**config.mk**
```make
export PLATFORM = sky130hd
export DESIGN_NAME = sync_fifo
export DESIGN_NICKNAME = d
export VERILOG_FILES = /design/src/hw/sync_fifo.sv
export SDC_FILE = /design/constraint.sdc
export NUM_CORES = 1
export LEC_CHECK = 0
export ABC_AREA = 1
export BUFFER_PORTS_ARGS = -buffer_cell sky130_fd_sc_hd__buf_4
export CAP_MARGIN = 40
export CORE_MARGIN = 10
export CORE_UTILIZATION = 45
export CTS_CLUSTER_DIAMETER = 200
export CTS_CLUSTER_SIZE = 25
export DETAILED_ROUTE_END_ITERATION = 7
export GPL_TIMING_DRIVEN = 0
export SLEW_MARGIN = 20
export SYNTH_ARGS = -nofsm -noshare
export SYNTH_HDL_FRONTEND = slang
export SYNTH_SLANG_ARGS = --single-unit
```
**constraint.sdc**
```tcl
create_clock -name clk_in -period 2.23 [get_ports clk_in]
set_clock_uncertainty 0.05 [all_clocks]
set_input_delay 0 -clock clk_in [delete_from_list [all_inputs] [get_ports clk_in]]
set_output_delay 0 -clock clk_in [all_outputs]
set_load 0.01 [all_outputs]
```
**src/hw/sync_fifo.sv**
```systemverilog
`timescale 1ns/1ps

// synchronous fifo, circular buffer
// payload type set per instance
module sync_fifo #(
  parameter type payload_t = logic [7:0],
  parameter int  DEPTH     = 4
) (
  input  logic     clk_in,
  input  logic     rst_in,
  input  logic     push,
  input  payload_t push_data,
  input  logic     pop,
  output payload_t head,
  output logic     full,
  output logic     empty
);

  localparam int PTR_BITS = (DEPTH > 1) ? $clog2(DEPTH) : 1;
  localparam int CNT_BITS = $clog2(DEPTH + 1);
  localparam logic [PTR_BITS-1:0] PTR_LAST = PTR_BITS'(DEPTH - 1);
  localparam logic [CNT_BITS-1:0] CNT_FULL = CNT_BITS'(DEPTH);

  payload_t buffer [DEPTH];

  logic [PTR_BITS-1:0] rd_ptr;
  logic [PTR_BITS-1:0] wr_ptr;
  logic [CNT_BITS-1:0] count;

  // qualified strobes, ignore push on full and pop on empty
  logic do_push;
  logic do_pop;

  assign do_push = push && !full;
  assign do_pop  = pop && !empty;

  assign full  = (count == CNT_FULL);
  assign empty = (count == '0);
  // show-ahead head entry
  assign head  = buffer[rd_ptr];

  // pointers and occupancy
  always_ff @(posedge clk_in) begin
    if (rst_in) begin
      rd_ptr <= '0;
      wr_ptr <= '0;
      count  <= '0;
    end else begin
      if (do_push) begin
        wr_ptr <= (wr_ptr == PTR_LAST) ? '0 : wr_ptr + 1'b1;
      end
      if (do_pop) begin
        rd_ptr <= (rd_ptr == PTR_LAST) ? '0 : rd_ptr + 1'b1;
      end
      // count moves only when exactly one side acts
      if (do_push && !do_pop) begin
        count <= count + 1'b1;
      end else if (do_pop && !do_push) begin
        count <= count - 1'b1;
      end
    end
  end

  // storage write
  always_ff @(posedge clk_in) begin
    if (do_push) begin
      buffer[wr_ptr] <= push_data;
    end
  end

endmodule

```
==> results of run 1 <==
[Yosys cell counts (all sizes together)]
master	number
a21oi	2
buf	2
dfxtp	9
edfxtp	32
fa	1
ha	6
inv	18
nand2	14
nand3	1
nand3b	2
nand4	1
nor2	33
o21ai	17
o22ai	8
xor2	1
[metal layers]
metal  vias to the layer above  share of wire  track usage  routed length (um)
li1                        583              -            -                   -
met1                       525           0.39        0.107                1270
met2                        15           0.55        0.205                1800
met3                         6          0.053       0.0464                 174
met4                         0          0.013       0.0415                  42
met5                         -              0            0                   0
[critical path: cells and delay by family (launching register included)]
kind	cells	cell delay [ns]
adder cells (fa/ha/maj)	2	0.55
buffers and inverters	4	0.28
flip-flops	1	0.40
AND/OR/NAND/NOR	7	0.57
[power groups by stage]
stage / sequential (uW) / combinational [uW] / clock [uW]
after detailed placement: 1050 / 799 / 0
final: 1030 / 809 / 452
after floorplan: 1020 / 496 / 0
after global routing: 1050 / 925 / 503
after CTS: 1040 / 818 / 465
after global placement: 1050 / 773 / 0
[path summary, 6_finish.rpt]
kind	from	to	slack [ns]
setup / recovery	count[0]	count[2]	0.29
hold / removal	rst_in	count[0]	0.37
setup reg to reg	count[0]	count[2]	0.29
hold reg to reg	count[1]	count[1]	0.48
[registers in the layout (all words and copies together), names as in the netlist, named ones only]
signal  flops
buffer     32
count       3
rd_ptr      2
wr_ptr      2
[layout make-up]
class,instances,area (um^2),share of cell area
Inverter,18,67.6,0.0319
Clock buffer,7,76.3,0.0360
Tap cell,48,60.1,0.0283
Multi-Input combinational cell,86,465,0.219
Timing Repair Buffer,34,283,0.133
Buffer,2,22.5,0.0106
Sequential cell,41,1140,0.538
Clock inverter,1,5.00,0.00236
[kinds of logic after synthesis]
kind of cell,after synthesis
DFF,41
AOI/OAI and AO/OA,27
buffers and inverters,20
xor gates and xnor gates,1
adders and majority gates,7
and+or+nand+nor,51
[stage by stage]
| stage | hold WS [ns] | std cells | instance area, um^2 | setup WS [ns] | total power [uW] |
|---|---|---|---|---|---|
| 6_report | 0.366 | 237 | 2120 | 0.287 | 2290 |
| 5_1_grt | 0.366 | 237 | 2120 | 0.101 | 2480 |
| 4_1_cts | 0.356 | 235 | 2110 | 0.292 | 2320 |
| 3_5_place_dp | 0.122 | 216 | 1910 | 0.306 | 1850 |
| 3_3_place_gp | 0.117 | 216 | 1910 | 0.366 | 1820 |
| 2_1_floorplan | 0.0224 | 147 | 1700 | 0.490 | 1520 |
==> run_results.csv, run 1 <==
group,metric,value,unit
outcome,outcome,"completed",
pwr,ir_drop,573,uV
finish,drive_gt1_frac,0.190,
synthesis,syn_area_per_cell,11.5,um^2
drt,final_antenna_net_count,0,
setup_path,crit_required,2.37,ns
drt,first_iter_violations,56,
setup_path,critical_path.cell_chain,"nor2_1 -> nand2_1 -> nand2_2 -> inv_1 -> ha_1 -> inv_1 -> fa_1 -> inv_1 -> nand2_1 -> nand3_1 -> nand2_1 -> inv_1 -> nor2_1",
sta,tightest_slew,0.708,ns
setup_path,endpoint_kind,"flop",
synthesis,synth_top_family_by_area,"simple AND/OR/NAND/NOR gates",
setup_path,cp_slowest_cell,"dfxtp_1",
synthesis,synthSimpleGateAreaFrac,0.121,
setup_path,max_stage_delay,0.40,ns
setup_path,crit_path_max_fanout,7,
pwr,seqPwrFrac,0.451,
synthesis,synth.net_count,166,
finish,utilization,0.579,
global_route,grt_pass1_vias,1195,
clock_tree,cts-resized-gates,0,
finish,area.growth.synth_to_final,25.0,%
sta,relSlewSlack,0.527,
clock_tree,clk_latency,0.28,ns
pwr,leakage,0.000861,uW
clock_tree,cts_setup_buffers,0,
synthesis,yosysSeqAreaShare,0.673,
placed_design,gp_congestion,0.699,
synthesis,synth_cell_types,19,
finish,nFillCells,316,
sta,finalHoldViolCount,0,
pwr,pwr_density_cell,1080,nW/um^2
setup_path,crit_path_start_kind,"flop",
pwr,power.switching,767,uW
setup_path,rr_worst_depth,13,
flow_run,drv_cap,0,
global_route,overflow,0,
sta,fin_tns_setup,0,ns
finish,antenna_cells,0,
synthesis,synth_xor_area_frac,0.00516,
pwr,clkPwrFrac,0.197,
drt,wl_per_cell,13.8,um
synthesis,synth_cells,147,
setup_path,cp.arrival,2.08,ns
drt,viasPerCell,4.76,
die,die_y,81.4,um
hold_path,hp-class,"primary input to flop",
die,die_x,81.4,um
drt,drt_first_pass_iters,4,
sta,finalSetupViolCount,0,
die,floorplan.initialDensity,0.463,
drt,drc_errors,0,
synthesis,synth_top_area_cell,"edfxtp_1",
finish,final_common_cell,"nor2_1",
sta,drv_slew,0,
clock_tree,clkTransAtPathRegs,0.07,ns
synthesis,yosys-top-cells-area,"edfxtp_1 (57%), dfxtp_1 (11%), nor2_1 (7.3%)",
clock_tree,cts_tree,"built",
placed_design,portBuffers,21,
synthesis,synthMuxAreaShare,0,
synthesis,yosys.area_share.adder,0.0560,
pwr,netSwitchingFraction,0.334,
setup_path,cpMostUsedCell,"inv_1",
synthesis,synth-compound-area-share,0.0922,
clock_tree,cts_hold_buffers,11,
sta,period_share,0.871,
clock_tree,clock_sinks,41,
clock_tree,cts_buffers,5,
synthesis,syn_area,1700,um^2
setup_path,setup.worst_path.class,"flop to flop",
finish,final_cell_mix,"nor2_1 (33), edfxtp_1 (32), buf_4 (23)",
sta,rsz0062_at_grt,"no",
sta,max_freq,0.515,GHz
synthesis,synth_top_area_frac,0.566,
die,num_rows,22,
global_route,grt_antenna_before_repair,0,
drt,wl,3.28,mm
placed_design,hpwl,2.30,mm
synthesis,ys_warn_count,0,
clock_tree,clockBufferDepth,2,
synthesis,yosys_register_bits,41,
clock_tree,root_buffer,"clkbuf_8",
die,core_area,3660,um^2
die,fp.dieArea,6630,um^2
hold_path,hold_depth,3,
pwr,power.internal,1530,uW
global_route,grt_usage,0.111,
die,ios,22,
drt,via_count,1129,
sta,finalCriticalPeriod,1.94,ns
clock_tree,cts_max_level,2,
global_route,grt_pass1_wl,5.53,mm
pwr,p_comb_frac,0.352,
global_route,grt_max_degree,13,
finish,fin_nets,207,
Note: power is estimated with default switching activity, not from simulation.
==> run 2: changes to the inputs <==
- MAX_ROUTING_LAYER: unset -> met4
==> run_results.csv, run 2 (synthesis gave the netlist of run 1 again) <==
group,metric,value,unit
setup_path,r2r-end,"count[2]",
pwr,pwr_density_cell,1080,nW/um^2
setup_path,crit_required,2.37,ns
placed_design,gp_congestion,0.706,
setup_path,critical_path.cell_chain,"nor2_1 -> nand2_1 -> nand2_2 -> inv_1 -> ha_1 -> inv_1 -> fa_1 -> inv_1 -> nand2_1 -> nand3_1 -> nand2_1 -> inv_1 -> nor2_1",
setup_path,crit_path_start_kind,"flop",
setup_path,r2r-start,"count[0]",
die,die_y,81.4,um
clock_tree,clock_sinks,41,
pwr,power.switching,768,uW
clock_tree,clkTransAtPathRegs,0.07,ns
drt,final_antenna_net_count,0,
placed_design,dpl_worst_slack,0.306,ns
drt,drt_first_pass_iters,3,
finish,largestRegisters,"buffer x32, count x3",
pwr,leakage,0.000861,uW
placed_design,portBuffers,21,
finish,area.growth.synth_to_final,25.0,%
setup_path,crit_path_max_fanout,7,
pwr,seqPwrFrac,0.450,
clock_tree,cts_setup_buffers,0,
flow_run,drv_cap,0,
finish,drive_gt1_frac,0.190,
global_route,grt_max_degree,13,
clock_tree,root_buffer,"clkbuf_8",
clock_tree,clk_latency,0.28,ns
pwr,power.internal,1530,uW
pwr,p_comb_frac,0.352,
drt,wl_per_cell,13.9,um
placed_design,dp.cells,216,
clock_tree,cts-resized-gates,0,
setup_path,endpoint_kind,"flop",
finish,utilization,0.579,
finish,fin_nets,207,
clock_tree,cts_buffers,5,
pwr,netSwitchingFraction,0.335,
pwr,clkPwrFrac,0.197,
setup_path,cpMostUsedCell,"inv_1",
clock_tree,clockBufferDepth,2,
sta,period_share,0.873,
die,fp.dieArea,6630,um^2
drt,first_iter_violations,37,
drt,wl,3.29,mm
global_route,overflow,0,
die,die_x,81.4,um
setup_path,setup.worst_path.class,"flop to flop",
setup_path,cp.arrival,2.09,ns
drt,viasPerCell,4.77,
finish,final_common_cell,"nor2_1",
die,core_area,3660,um^2
clock_tree,cts_hold_buffers,11,
sta,rsz0062_at_grt,"no",
sta,finalHoldViolCount,0,
finish,final_cell_mix,"nor2_1 (33), edfxtp_1 (32), buf_4 (23)",
sta,tightest_slew,0.705,ns
sta,finalCriticalPeriod,1.95,ns
outcome,outcome,"completed",
sta,max_freq,0.513,GHz
setup_path,rr_worst_depth,13,
clock_tree,cts_tree,"built",
sta,finalSetupViolCount,0,
hold_path,hp-class,"primary input to flop",
die,ios,22,
sta,fin_tns_setup,0,ns
setup_path,r2r_setup_slack,0.28,ns
finish,nFillCells,316,
setup_path,max_stage_delay,0.40,ns
setup_path,cp_slowest_cell,"dfxtp_1",
placed_design,hpwl,2.30,mm
finish,antenna_cells,0,
finish,largest_reg_flops,32,
global_route,grt_pass1_vias,1197,
pwr,totalPowerFinal,2300,uW
sta,drv_slew,0,
drt,via_count,1130,
global_route,grt_pass1_wl,5.52,mm
finish,fin_cells,237,
hold_path,hold_depth,3,
die,floorplan.initialDensity,0.463,
die,num_rows,22,
pwr,ir_drop,571,uV
finish,multiInputGateArea,465,um^2
drt,drc_errors,0,
hold_path,hold_start,"rst_in",
global_route,grt_antenna_before_repair,0,
sta,setup_ws,0.282,ns
global_route,grt_usage,0.114,
hold_path,hold_end,"count[0]",
clock_tree,cts_max_level,2,
finish,seqCellArea,1140,um^2
sta,relSlewSlack,0.528,
finish,regMostFlops,"buffer",
run 2: per-layer routing:
metal	wire length [um]	track usage
met5	0	-
met4	42	0.0415
met3	156	0.0442
met2	1790	0.205
met1	1290	0.109
run 2: critical path, delay by kind of cell (launching register included):
family | cells | cell delay (ns)
buffers and inverters | 4 | 0.28
and+or+nand+nor | 7 | 0.57
adders and majority gates | 2 | 0.55
DFF | 1 | 0.40
run 2: final cells by class:
class                      instances  area share
clock buffer                       7      0.0360
multi-input combinational         86       0.219
buffer                             2      0.0106
sequential                        41       0.538
clock inverter                     1     0.00236
timing repair buffer              34       0.133
inverter                          18      0.0319
tap                               48      0.0283
run 2: how the worst max path moves through the flow:
stage | start | end | slack, ns
final | count[0] | count[2] | 0.28
after detailed placement | count[0] | count[2] | 0.31
after global placement | count[0] | count[1] | 0.37
after floorplan | count[1] | count[1] | 0.49
after CTS | count[1] | count[1] | 0.29
after global routing | count[0] | count[2] | 0.10
run 2: through the flow:
stage	hold slack, ns	cell area, um^2
5_1_grt	0.366	2120
3_5_place_dp	0.122	1910
2_1_floorplan	0.0224	1700
6_report	0.366	2120
3_3_place_gp	0.117	1910
4_1_cts	0.356	2110
run 2: power groups by stage:
stage / Clock (uW) / Combinational, uW / Sequential, uW
final: 453 / 808 / 1030
after global routing: 503 / 925 / 1050
after CTS: 465 / 818 / 1040
after detailed placement: 0 / 799 / 1050
after global placement: 0 / 773 / 1050
after floorplan: 0 / 496 / 1020
